### src/cmd_bridge_settings.svh
`ifndef CMD_BRIDGE_SETTINGS_SVH
`define CMD_BRIDGE_SETTINGS_SVH

// ==============================
// bridge build settings
// ==============================

// number of identical PWM channels
`define CB_NUM_CH 8

// width of period, duty and counter values
// the upload burst sends two bytes per value, so keep this at 16
`define CB_CNT_W 16

// first byte of every readback burst
`define CB_UPLOAD_MARK 8'hA5

`endif
### src/pwm_pkg.sv
`default_nettype none

`include "cmd_bridge_settings.svh"

package pwm_pkg;

    // ==============================
    // pwm channel register types
    // ==============================

    // which shadow register a write targets
    typedef enum logic {
        FLD_PERIOD = 1'b0,
        FLD_DUTY   = 1'b1
    } pwm_field_t;

    // register view of one channel as seen by readback
    typedef struct packed {
        logic [`CB_CNT_W-1:0] period;
        logic [`CB_CNT_W-1:0] duty;
        logic                 en;
    } pwm_cfg_t;

endpackage

`default_nettype wire

### src/cmd_pkg.sv
`default_nettype none

package cmd_pkg;

    // ==============================
    // command stream encodings
    // ==============================

    // opcode byte values on the usb stream
    typedef enum logic [7:0] {
        // channel, period high, period low
        OP_SET_PERIOD = 8'h01,
        // channel, duty high, duty low
        OP_SET_DUTY   = 8'h02,
        // one mask byte where bit n enables channel n
        OP_ENABLE     = 8'h03,
        // channel byte that an upload burst answers
        OP_READ       = 8'h04
    } opcode_t;

    // parser position inside a command
    typedef enum logic [2:0] {
        ST_OPCODE = 3'd0,
        ST_CHAN   = 3'd1,
        ST_HI     = 3'd2,
        ST_LO     = 3'd3,
        ST_MASK   = 3'd4
    } parser_state_t;

endpackage

`default_nettype wire

### src/pwm_cfg_if.sv
`default_nettype none

`include "cmd_bridge_settings.svh"

interface pwm_cfg_if;

    import pwm_pkg::*;

    // single register write with a one cycle strobe
    logic                  cfg_we;
    logic [2:0]            cfg_ch;
    pwm_field_t            cfg_field;
    logic [`CB_CNT_W-1:0]  cfg_value;

    // enable mask update for all channels at once
    logic                  en_we;
    logic [`CB_NUM_CH-1:0] en_mask;

    // parser side drives everything
    modport master (
        output cfg_we,
        output cfg_ch,
        output cfg_field,
        output cfg_value,
        output en_we,
        output en_mask
    );

    modport channel (
        input cfg_we,
        input cfg_ch,
        input cfg_field,
        input cfg_value,
        input en_we,
        input en_mask
    );

endinterface

`default_nettype wire

### src/cmd_bridge_top.sv
`default_nettype none

`include "cmd_bridge_settings.svh"

module cmd_bridge_top (
    input  logic                  clk,
    input  logic                  rst_i,
    input  logic [7:0]            usb_data_i,
    input  logic                  usb_data_valid_i,
    output logic [7:0]            usb_upload_data_o,
    output logic                  usb_upload_valid_o,
    output logic [`CB_NUM_CH-1:0] pwm_o,
    output logic                  led_o
);

    import pwm_pkg::*;

    pwm_cfg_if  cfg_bus ();
    pwm_cfg_t   views [`CB_NUM_CH];
    logic       rd_req;
    logic [2:0] rd_ch;

    // ==============================
    // command decode
    // ==============================

    cmd_parser i_parser (
        .clk              (clk),
        .rst_i            (rst_i),
        .usb_data_i       (usb_data_i),
        .usb_data_valid_i (usb_data_valid_i),
        .cfg              (cfg_bus.master),
        .rd_req_o         (rd_req),
        .rd_ch_o          (rd_ch),
        .led_o            (led_o)
    );

    // one generator per output pin
    for (genvar i = 0; i < `CB_NUM_CH; i++) begin : g_ch
        pwm_channel #(
            .CH_INDEX (i)
        ) i_ch (
            .clk    (clk),
            .rst_i  (rst_i),
            .cfg    (cfg_bus.channel),
            .view_o (views[i]),
            .pwm_o  (pwm_o[i])
        );
    end

    // readback path back toward the usb core
    status_uploader i_uploader (
        .clk            (clk),
        .rst_i          (rst_i),
        .views_i        (views),
        .rd_req_i       (rd_req),
        .rd_ch_i        (rd_ch),
        .upload_data_o  (usb_upload_data_o),
        .upload_valid_o (usb_upload_valid_o)
    );

endmodule

`default_nettype wire

### src/status_uploader.sv
`default_nettype none

`include "cmd_bridge_settings.svh"

module status_uploader (
    input  logic              clk,
    input  logic              rst_i,
    input  pwm_pkg::pwm_cfg_t views_i [`CB_NUM_CH],
    input  logic              rd_req_i,
    input  logic [2:0]        rd_ch_i,
    output logic [7:0]        upload_data_o,
    output logic              upload_valid_o
);

    import pwm_pkg::*;

    // marker, period hi, period lo, duty hi, duty lo
    localparam int BURST_LEN = 5;

    pwm_cfg_t   hold_q;
    logic [2:0] byte_cnt_q;
    logic [7:0] next_byte;
    logic       busy;
    logic       start;

    // counter value is the number of bytes already on the bus
    assign busy  = (byte_cnt_q != 3'd0);
    assign start = rd_req_i && !busy;

    // snapshot of the selected channel
    always_ff @(posedge clk) begin
        if (start) begin
            hold_q <= views_i[rd_ch_i];
        end
    end

    always_comb begin
        case (byte_cnt_q)
            3'd1:    next_byte = hold_q.period[`CB_CNT_W-1 -: 8];
            3'd2:    next_byte = hold_q.period[7:0];
            3'd3:    next_byte = hold_q.duty[`CB_CNT_W-1 -: 8];
            default: next_byte = hold_q.duty[7:0];
        endcase
    end

    // ==============================
    // burst sequencer
    // ==============================

    always_ff @(posedge clk) begin
        if (rst_i) begin
            byte_cnt_q     <= 3'd0;
            upload_data_o  <= 8'h00;
            upload_valid_o <= 1'b0;
        end else if (start) begin
            upload_data_o  <= `CB_UPLOAD_MARK;
            upload_valid_o <= 1'b1;
            byte_cnt_q     <= 3'd1;
        end else if (busy) begin
            if (byte_cnt_q == 3'(BURST_LEN)) begin
                // last byte has been shown
                upload_data_o  <= 8'h00;
                upload_valid_o <= 1'b0;
                byte_cnt_q     <= 3'd0;
            end else begin
                upload_data_o <= next_byte;
                byte_cnt_q    <= byte_cnt_q + 3'd1;
            end
        end
    end

    // a read request landing mid-burst is lost
    a_no_req_busy: assert property (
        @(posedge clk) disable iff (rst_i) rd_req_i |-> !busy
    ) else $error("status_uploader: read request dropped, upload still running");

    // every accepted request yields exactly five valid bytes
    a_burst_len: assert property (
        @(posedge clk) disable iff (rst_i)
        start |=> upload_valid_o [*BURST_LEN] ##1 !upload_valid_o
    ) else $error("status_uploader: upload burst length is not five bytes");

endmodule

`default_nettype wire

### src/pwm_channel.sv
`default_nettype none

`include "cmd_bridge_settings.svh"

module pwm_channel #(
    parameter int CH_INDEX = 0
) (
    input  logic              clk,
    input  logic              rst_i,
    pwm_cfg_if.channel        cfg,
    output pwm_pkg::pwm_cfg_t view_o,
    output logic              pwm_o
);

    import pwm_pkg::*;

    logic [`CB_CNT_W-1:0] pend_period_q;
    logic [`CB_CNT_W-1:0] pend_duty_q;
    logic [`CB_CNT_W-1:0] act_period_q;
    logic [`CB_CNT_W-1:0] act_duty_q;
    logic [`CB_CNT_W-1:0] cnt_q;
    logic                 en_q;
    logic                 sel;
    logic                 last;

    assign sel  = cfg.cfg_we && (cfg.cfg_ch == 3'(CH_INDEX));
    // zero period counts as a wrap on every cycle
    assign last = (act_period_q == '0) || (cnt_q == act_period_q - 1'b1);

    // pending registers and enable bit
    always_ff @(posedge clk) begin
        if (rst_i) begin
            pend_period_q <= '0;
            pend_duty_q   <= '0;
            en_q          <= 1'b0;
        end else begin
            if (sel) begin
                if (cfg.cfg_field == FLD_PERIOD) begin
                    pend_period_q <= cfg.cfg_value;
                end else begin
                    pend_duty_q <= cfg.cfg_value;
                end
            end
            if (cfg.en_we) begin
                en_q <= cfg.en_mask[CH_INDEX];
            end
        end
    end

    // active values follow pending at wrap or while off
    always_ff @(posedge clk) begin
        if (rst_i) begin
            cnt_q        <= '0;
            act_period_q <= '0;
            act_duty_q   <= '0;
        end else if (!en_q || last) begin
            cnt_q        <= '0;
            act_period_q <= pend_period_q;
            act_duty_q   <= pend_duty_q;
        end else begin
            cnt_q <= cnt_q + 1'b1;
        end
    end

    assign pwm_o  = en_q && (act_period_q != '0) && (cnt_q < act_duty_q);

    // readback shows what was written, not what is running
    assign view_o = '{period: pend_period_q, duty: pend_duty_q, en: en_q};

    a_cnt_in_range: assert property (
        @(posedge clk) disable iff (rst_i) (act_period_q != '0) |-> (cnt_q < act_period_q)
    ) else $error("pwm_channel %0d: counter reached the active period", CH_INDEX);

endmodule

`default_nettype wire

### src/cmd_parser.sv
`default_nettype none

`include "cmd_bridge_settings.svh"

module cmd_parser (
    input  logic       clk,
    input  logic       rst_i,
    input  logic [7:0] usb_data_i,
    input  logic       usb_data_valid_i,
    pwm_cfg_if.master  cfg,
    output logic       rd_req_o,
    output logic [2:0] rd_ch_o,
    output logic       led_o
);

    import cmd_pkg::*;
    import pwm_pkg::*;

    parser_state_t state_q;
    opcode_t       op_q;
    logic [2:0]    ch_q;
    logic          ch_ok_q;
    logic [7:0]    hi_q;
    logic          chan_in_range;

    // one channel range check shared by every consumer
    assign chan_in_range = (usb_data_i < `CB_NUM_CH);

    // ==============================
    // command payload capture
    // ==============================

    always_ff @(posedge clk) begin
        if (usb_data_valid_i) begin
            case (state_q)
                ST_OPCODE: begin
                    op_q <= opcode_t'(usb_data_i);
                end
                ST_CHAN: begin
                    ch_q    <= usb_data_i[2:0];
                    ch_ok_q <= chan_in_range;
                end
                ST_HI: begin
                    hi_q <= usb_data_i;
                end
                default: begin
                end
            endcase
        end
    end

    // ==============================
    // byte walker and strobes
    // ==============================

    always_ff @(posedge clk) begin
        if (rst_i) begin
            state_q       <= ST_OPCODE;
            cfg.cfg_we    <= 1'b0;
            cfg.cfg_ch    <= '0;
            cfg.cfg_field <= FLD_PERIOD;
            cfg.cfg_value <= '0;
            cfg.en_we     <= 1'b0;
            cfg.en_mask   <= '0;
            rd_req_o      <= 1'b0;
            rd_ch_o       <= '0;
            led_o         <= 1'b0;
        end else begin
            // strobes last a single cycle
            cfg.cfg_we <= 1'b0;
            cfg.en_we  <= 1'b0;
            rd_req_o   <= 1'b0;

            if (usb_data_valid_i) begin
                case (state_q)
                    ST_OPCODE: begin
                        case (usb_data_i)
                            OP_SET_PERIOD, OP_SET_DUTY, OP_READ: state_q <= ST_CHAN;
                            OP_ENABLE: state_q <= ST_MASK;
                            // unknown opcode is dropped
                            default: state_q <= ST_OPCODE;
                        endcase
                    end
                    ST_CHAN: begin
                        if (op_q == OP_READ) begin
                            // read completes on the channel byte
                            rd_req_o <= chan_in_range;
                            rd_ch_o  <= usb_data_i[2:0];
                            led_o    <= ~led_o;
                            state_q  <= ST_OPCODE;
                        end else begin
                            state_q <= ST_HI;
                        end
                    end
                    ST_HI: begin
                        state_q <= ST_LO;
                    end
                    ST_LO: begin
                        // bad channel still counts as a complete command
                        cfg.cfg_we    <= ch_ok_q;
                        cfg.cfg_ch    <= ch_q;
                        cfg.cfg_field <= (op_q == OP_SET_PERIOD) ? FLD_PERIOD : FLD_DUTY;
                        cfg.cfg_value <= {hi_q, usb_data_i};
                        led_o         <= ~led_o;
                        state_q       <= ST_OPCODE;
                    end
                    ST_MASK: begin
                        cfg.en_we   <= 1'b1;
                        cfg.en_mask <= usb_data_i[`CB_NUM_CH-1:0];
                        led_o       <= ~led_o;
                        state_q     <= ST_OPCODE;
                    end
                    default: begin
                        state_q <= ST_OPCODE;
                    end
                endcase
            end
        end
    end

    // one command never drives both the channels and the uploader
    a_single_strobe: assert property (
        @(posedge clk) disable iff (rst_i) !(cfg.cfg_we && rd_req_o)
    ) else $error("cmd_parser: config write and read request in the same cycle");

endmodule

`default_nettype wire

### config.mk
export PLATFORM = sky130hd
export DESIGN_NAME = cmd_bridge_top
export DESIGN_NICKNAME = d
export VERILOG_FILES = /design/src/pwm_pkg.sv /design/src/cmd_pkg.sv /design/src/pwm_cfg_if.sv /design/src/cmd_bridge_top.sv /design/src/status_uploader.sv /design/src/pwm_channel.sv /design/src/cmd_parser.sv
export VERILOG_INCLUDE_DIRS = /design/src
export SDC_FILE = /design/constraint.sdc
export NUM_CORES = 2
export LEC_CHECK = 0
export BUFFER_PORTS_ARGS = -buffer_cell sky130_fd_sc_hd__buf_2
export CORE_AREA = 2 2 354 356
export CTS_BUF_LIST = sky130_fd_sc_hd__clkbuf_8
export DETAILED_ROUTE_END_ITERATION = 12
export DIE_AREA = 0 0 356 358
export SYNTH_ARGS = -nofsm -noshare
export SYNTH_HDL_FRONTEND = slang
export SYNTH_SLANG_ARGS = --single-unit
### constraint.sdc
create_clock -name clk -period 3.8 [get_ports clk]
set_input_delay 0.76 -clock clk [delete_from_list [all_inputs] [get_ports clk]]
set_output_delay 0.76 -clock clk [all_outputs]
set_load 0.02 [all_outputs]
# == Yosys cells after proc, flatten, opt, wreduce, memory -nomap -nowiden ==
# Cells that the tools add are included.
# classes
bitwise_logic,7
div,0
n_lt_le_gt_ge,10
n_shift,0
n_eq_ne,30
reduce_logical,110
multipliers,0
muxes,20
n_addsub,17
# op_table
operator,n
"16-bit by 1-bit adder with 16-bit output, second input constant",8
16-bit == test,8
16-bit zero test,8
16-bit less-than comparator,8
16-bit nonzero test,8
"16-bit by 1-bit subtractor with 16-bit output, second input constant",8
33-bit binary-select mux with 3-bit select,1
33-bit two-way mux,2
2-bit AND reduction,22
1-bit logical AND,25
8-bit two-way mux,3
8-bit case mux with 3 select lines,1
2-bit OR reduction,11
"3-bit by 2-bit == test with 1-bit output, second input constant",6
"3-bit == test, second input constant",6
"8-bit by 1-bit == test with 1-bit output, second input constant",2
"8-bit by 2-bit == test with 1-bit output, second input constant",2
"8-bit by 3-bit == test with 1-bit output, second input constant",2
1-bit logical OR,16
"3-bit by 1-bit == test with 1-bit output, second input constant",3
1-bit zero test,9
3-bit case mux with 3 select lines,1
"8-bit by 4-bit less-than comparator with 1-bit output, second input constant",1
1-bit two-way mux,8
other kinds (15),25
# word_totals
word_cells,263
latchBits,0
mem_bits_rw,0
output_inout_bits,18
mem_bits_ro,0
mem_count,0
inputBits,11
ff_bits,750

# == Longest topological paths before layout ==
# logic_depth
depth_word,5
depth_mapped,13
depth_no_buf,10

# == Modules after synthesis ==
# Synthesis repeated with hierarchy kept, for this count alone.
# hier_totals
cells_unflattened,3945
hier_area_um2,38306.7
# modules_own_cells
mod,instances,area_per_inst_um2,seq_area_each_um2,cells_per_inst
pwm_channel (g_ch[3].i_ch ...),3,3766.1,1621.6,394
pwm_channel (g_ch[2].i_ch),1,4383.0,1621.6,483
pwm_channel (g_ch[7].i_ch),1,4272.8,1621.6,469
pwm_channel (g_ch[1].i_ch),1,4144.0,1621.6,453
pwm_channel (g_ch[0].i_ch),1,4137.7,1621.6,452
pwm_channel (g_ch[4].i_ch),1,4134.0,1621.6,452
status_uploader,1,3837.4,1201.2,247
cmd_parser,1,2099.5,1361.3,207

# == Least setup slack after synthesis ==
# Ideal clock, no wire load.
# synth_path
kind,register -> register
startpoint,reg g_ch[2].i_ch.act_period_q[0]
endpoint,reg g_ch[2].i_ch.act_duty_q[12]
setup_slack_ns,0.462
n_path_buf,2
stages_incl_launch_ff,13
synth_period_minus_slack_ns,3.338
arrival_ns,3.276
setup_ns,0.062
path_cell_list,dfxtp_1 inv_1 ha_1 or3b_2 nor4_1 nand2_1 xnor2_1 or4_1 or4b_4 buf_6 buf_6 or3b_1 nand3_1
# synth_between
elab_chain_len,4
word_cells_on_any_way,5
cone_classes,1 x add/sub; 1 x eq/ne; 3 x reduce/logical
# synth_lines
item,line,source
"start, declared",pwm_channel.sv:19,logic [`CB_CNT_W-1:0] act_period_q;
"start signal, assigned",pwm_channel.sv:58,act_period_q <= pend_period_q;
16-bit by 1-bit subtractor with 16-bit output,pwm_channel.sv:28,assign last = (act_period_q == '0) || (cnt_q == act_period_q - 1'b1);
16-bit == test,pwm_channel.sv:28,
1-bit logical OR *,pwm_channel.sv:28,
1-bit logical OR *,pwm_channel.sv:56,end else if (!en_q || last) begin
"end signal, assigned",pwm_channel.sv:59,act_duty_q <= pend_duty_q;
"end, declared",pwm_channel.sv:20,logic [`CB_CNT_W-1:0] act_duty_q;
# Every way passes the cells marked *; elsewhere a longest branch is shown, timed or not.
# A chain may end at the register's enable or synchronous reset.

# == Worst setup path after layout ==
# layout_path
startpoint,reg g_ch[3].i_ch.act_period_q[0]
endpoint,out pwm_o[3]
# layout_between
elab_chain_len,3
# layout_lines
item,line,source
"start, declared",pwm_channel.sv:19,
"start signal, assigned",pwm_channel.sv:58,
16-bit nonzero test,pwm_channel.sv:65,assign pwm_o = en_q && (act_period_q != '0) && (cnt_q < act_duty_q);
1-bit logical AND (2 in a row),pwm_channel.sv:65,
"end, declared",cmd_bridge_top.sv:12,"output logic [`CB_NUM_CH-1:0] pwm_o,"
# No other way between the ends.

==> reports/qor.txt <==
crit-path max cell delay - 460 ps
net switching power - 0.00354 W
status - completed
Rel. slew slack - 14.1%
final hold vios - 0
RSZ-0062 raised after global routing - true
Slowest-stage cell, CP - or4b_4
commonest non-fill, non-tap cell in the layout - dfxtp_1
Clk Latency, worst-skew pair - 780 ps
largest fanout on the critical path - 6
EDFF count, synth - 52
Iter 0 DRT Violations - 3066
max-capacitance violation count - 0
Worst Setup Start Kind - flip-flop
initial antenna violation count - 12
Gate power share - 1.8%
root buffer cell - clkbuf_8
pin count of the biggest net entering global routing - 100
prevailing post-synth register cell - dfxtp_1
crit end category - primary output
CTS tree - yes
path category of the worst min-delay check - in -> reg
Clock Tree Buf Depth - 3
synthesized area - 36800 um2
Post-Syn Instances - 4212
pwr dens - 367 nW/um2
Post-Syn Area per Cell - 8.75 um2
Area growth syn-to-layout - 11.2%
post-synthesis register bit count - 750
Synth async-reset ratio - 0%
post-synth cell types - 81
Inserted Clock Buffers - 117
die height - 358 um
port bufs - 28
sw frac - 23.6%
DPL Wire Length - 75800 um
internal power - 0.0115 W
Least-Margin Pin Slew - 1280 ps
first-pass GRT wire length - 163000 um
Initial Util - 29.9%
number of routed nets with antenna violations - 0
hold buffers post-CTS - 0
layout cells sized above 1 - 9.53%
vias in the first global route - 27.0k
# DRC - 0
Power, Total - 0.0150 W
most frequent cells in the layout - dfxtp_1 (694), nand2_1 (688), nor2_1 (443), a21oi_1 (361), mux2i_1 (243)
Die ar. - 127000 um2
worst path arrival time - 2920 ps
minimum clock period - 3680 ps
Leak - 15.2 nW
final setup vio count - 0
part of the power in the clock network - 45.1%
clk sink count - 750
Crit Path Category - reg -> out
Chip Width - 356 um
WHS - 241 ps
# IOs - 29
wire length per cell - 18.1 um
Final Cycle Share - 96.8%
CP required - 3040 ps
Syn. warnings - 0
cells along the critical path - inv_1 -> ha_4 -> or4b_4 -> or4_4 -> o31a_1 -> o211ai_1 -> nor2_1 -> buf_2
gr ovfl total - 0
Seq pwr share - 53.1%
post-synthesis net count - 4360
Slew Viols, Final - 0
fillers - 12.7k
all-layer global routing usage - 16.3%
GP Congestion - 0.907
Via Count - 29.3k
Nets - 4309
Rows - 129
flop2flop setup slack - 410 ps
Routed Wire Length - 106000 um
Via density - 4.98
worst clock skew - 36.2 ps
core area - 123000 um2
Clock Pin Slew Worst Setup and Hold Paths - 70 ps
setup_tns - 0 ps
H-tree depth - 3
Max Fclk - 272 MHz
first drt pass iteration count - 6
worst vdd ir - 0.000249 V
sequential area share after synthesis - 42.2%
-- final cells by class --
class	instances	area, um2	share of cell area [%]
Clock buffer	136	1870	4.57
Timing Repair Buffer	88	701	1.71
Antenna cell	6	15.0	0.0366
Tap cell	1637	2050	5.00
Inverter	163	612	1.49
Clock inverter	70	410	1.00
Sequential cell	750	15500	37.9
Multi-Input combinational cell	3041	19800	48.3
-- logic make-up (layout without fill, tap and decap cells) --
family / count (synthesis) / after routing / share of synthesized area [%]
and+or+nand+nor: 1712 / 1712 / 21.4
xor gates and xnor gates: 265 / 265 / 6.30
buffers and inverters: 421 / 457 / 4.58
adders and majority gates: 138 / 138 / 4.68
other: 0 / 6 / 0
AOI/OAI and AO/OA: 585 / 585 / 9.32
muxes: 341 / 341 / 11.6
DFF: 750 / 750 / 42.2
-- flip-flops by register name, summed over array words and instances (netlist names), 3 cells and up --
register	count
g_ch.i_ch.pend_period_q	128
i_parser.rd_ch_o	3
i_uploader.hold_q	32
g_ch.i_ch.en_q	8
i_parser.op_q	8
i_uploader.byte_cnt_q	3
i_parser.state_q	3
i_parser.ch_q	3
g_ch.i_ch.pend_duty_q	128
i_parser.cfg.cfg_ch	3
g_ch.i_ch.act_period_q	128
i_parser.cfg.cfg_value	16
i_uploader.upload_data_o	8
g_ch.i_ch.act_duty_q	128
g_ch.i_ch.cnt_q	128
i_parser.cfg.en_mask	8
i_parser.hi_q	8
-- final timing paths --
check | from | end | cells after the start
setup / recovery | g_ch[3].i_ch.act_period_q[0]$_SDFFE_PP0P_ | pwm_o[3] | 8
hold / removal | usb_data_i[6] | i_parser.hi_q[6]$_DFFE_PP_ | 1
setup reg to reg | g_ch[2].i_ch.act_period_q[0]$_SDFFE_PP0P_ | g_ch[2].i_ch.act_duty_q[13]$_SDFFE_PP0P_ | 11
hold reg to reg | i_parser.cfg.en_mask[1]$_SDFFE_PP0P_ | i_parser.cfg.en_mask[1]$_SDFFE_PP0P_ | 2
-- what timing repair did --
item / 4_1_cts / 5_1_grt
buffers inserted: 0 / 3
setup endpoints to repair: 5 / 5
pin swaps: 0 / 2
gates resized for setup: 12 / 7
-- synth_stat cells, types with 11 or more instances --
master | n | area, um2
a21o_1 | 37 | 278
or2_2 | 14 | 87.6
buf_2 | 23 | 115
nor2b_1 | 16 | 100
ha_1 | 137 | 1710
nor4_1 | 26 | 163
inv_1 | 163 | 612
edfxtp_1 | 52 | 1560
nor3_1 | 51 | 255
or4_1 | 16 | 120
or3b_1 | 31 | 272
clkbuf_1 | 211 | 792
mux4_2 | 64 | 1440
a21oi_1 | 365 | 1830
nand3_1 | 146 | 731
o31ai_1 | 11 | 82.6
nand2b_1 | 94 | 588
nor3b_1 | 26 | 195
or3_1 | 22 | 138
mux2_2 | 34 | 383
o211ai_1 | 14 | 105
mux2i_1 | 243 | 2430
xnor2_1 | 129 | 1130
nand2_1 | 688 | 2580
o21ai_0 | 52 | 260
nand4_1 | 47 | 294
and3_1 | 35 | 219
nor2_1 | 445 | 1670
a211oi_1 | 20 | 150
dfxtp_1 | 698 | 14000
xor2_1 | 136 | 1190
-- power groups by stage --
stage               Clock, W  Combinational [W]  Sequential [W]
global placement           0           0.000269         0.00816
finish               0.00678           0.000274         0.00799
detailed placement         0           0.000272         0.00816
CTS                  0.00696           0.000272         0.00799
global route         0.00730           0.000300         0.00799
floorplan                  0           0.000160         0.00817
-- worst max-delay path: cells and delay by family, from the launching register on --
kind	cells	cell delay [ps]
compound gates	2	420
buf+inv	2	270
flops	1	350
simple gates	3	970
fa+ha+maj	1	140
-- metrics by stage --
stage / setup slack (ps) / util (%) / instances / cell area, um2
after floorplan: 462 / - / 4212 / 36800
after global placement: 310 / 31.3 / 5676 / 38600
after detailed placement: 285 / 31.3 / 5676 / 38600
after CTS: -81.3 / 33.2 / 5882 / 40900
after global routing: -57.8 / 33.2 / 5889 / 41000
final: 122 / 33.2 / 5891 / 41000
-- per-layer routing --
metal | vias to the layer above | track usage [%] | share of wire [%]
li1 | 14327 | - | -
met5 | - | 0 | 0.073
met4 | 12 | 5.93 | 3.2
met2 | 978 | 25.0 | 44
met1 | 13856 | 22.5 | 45
met3 | 170 | 3.61 | 8.2
No activity file was read; power rests on OpenSTA's default activity.
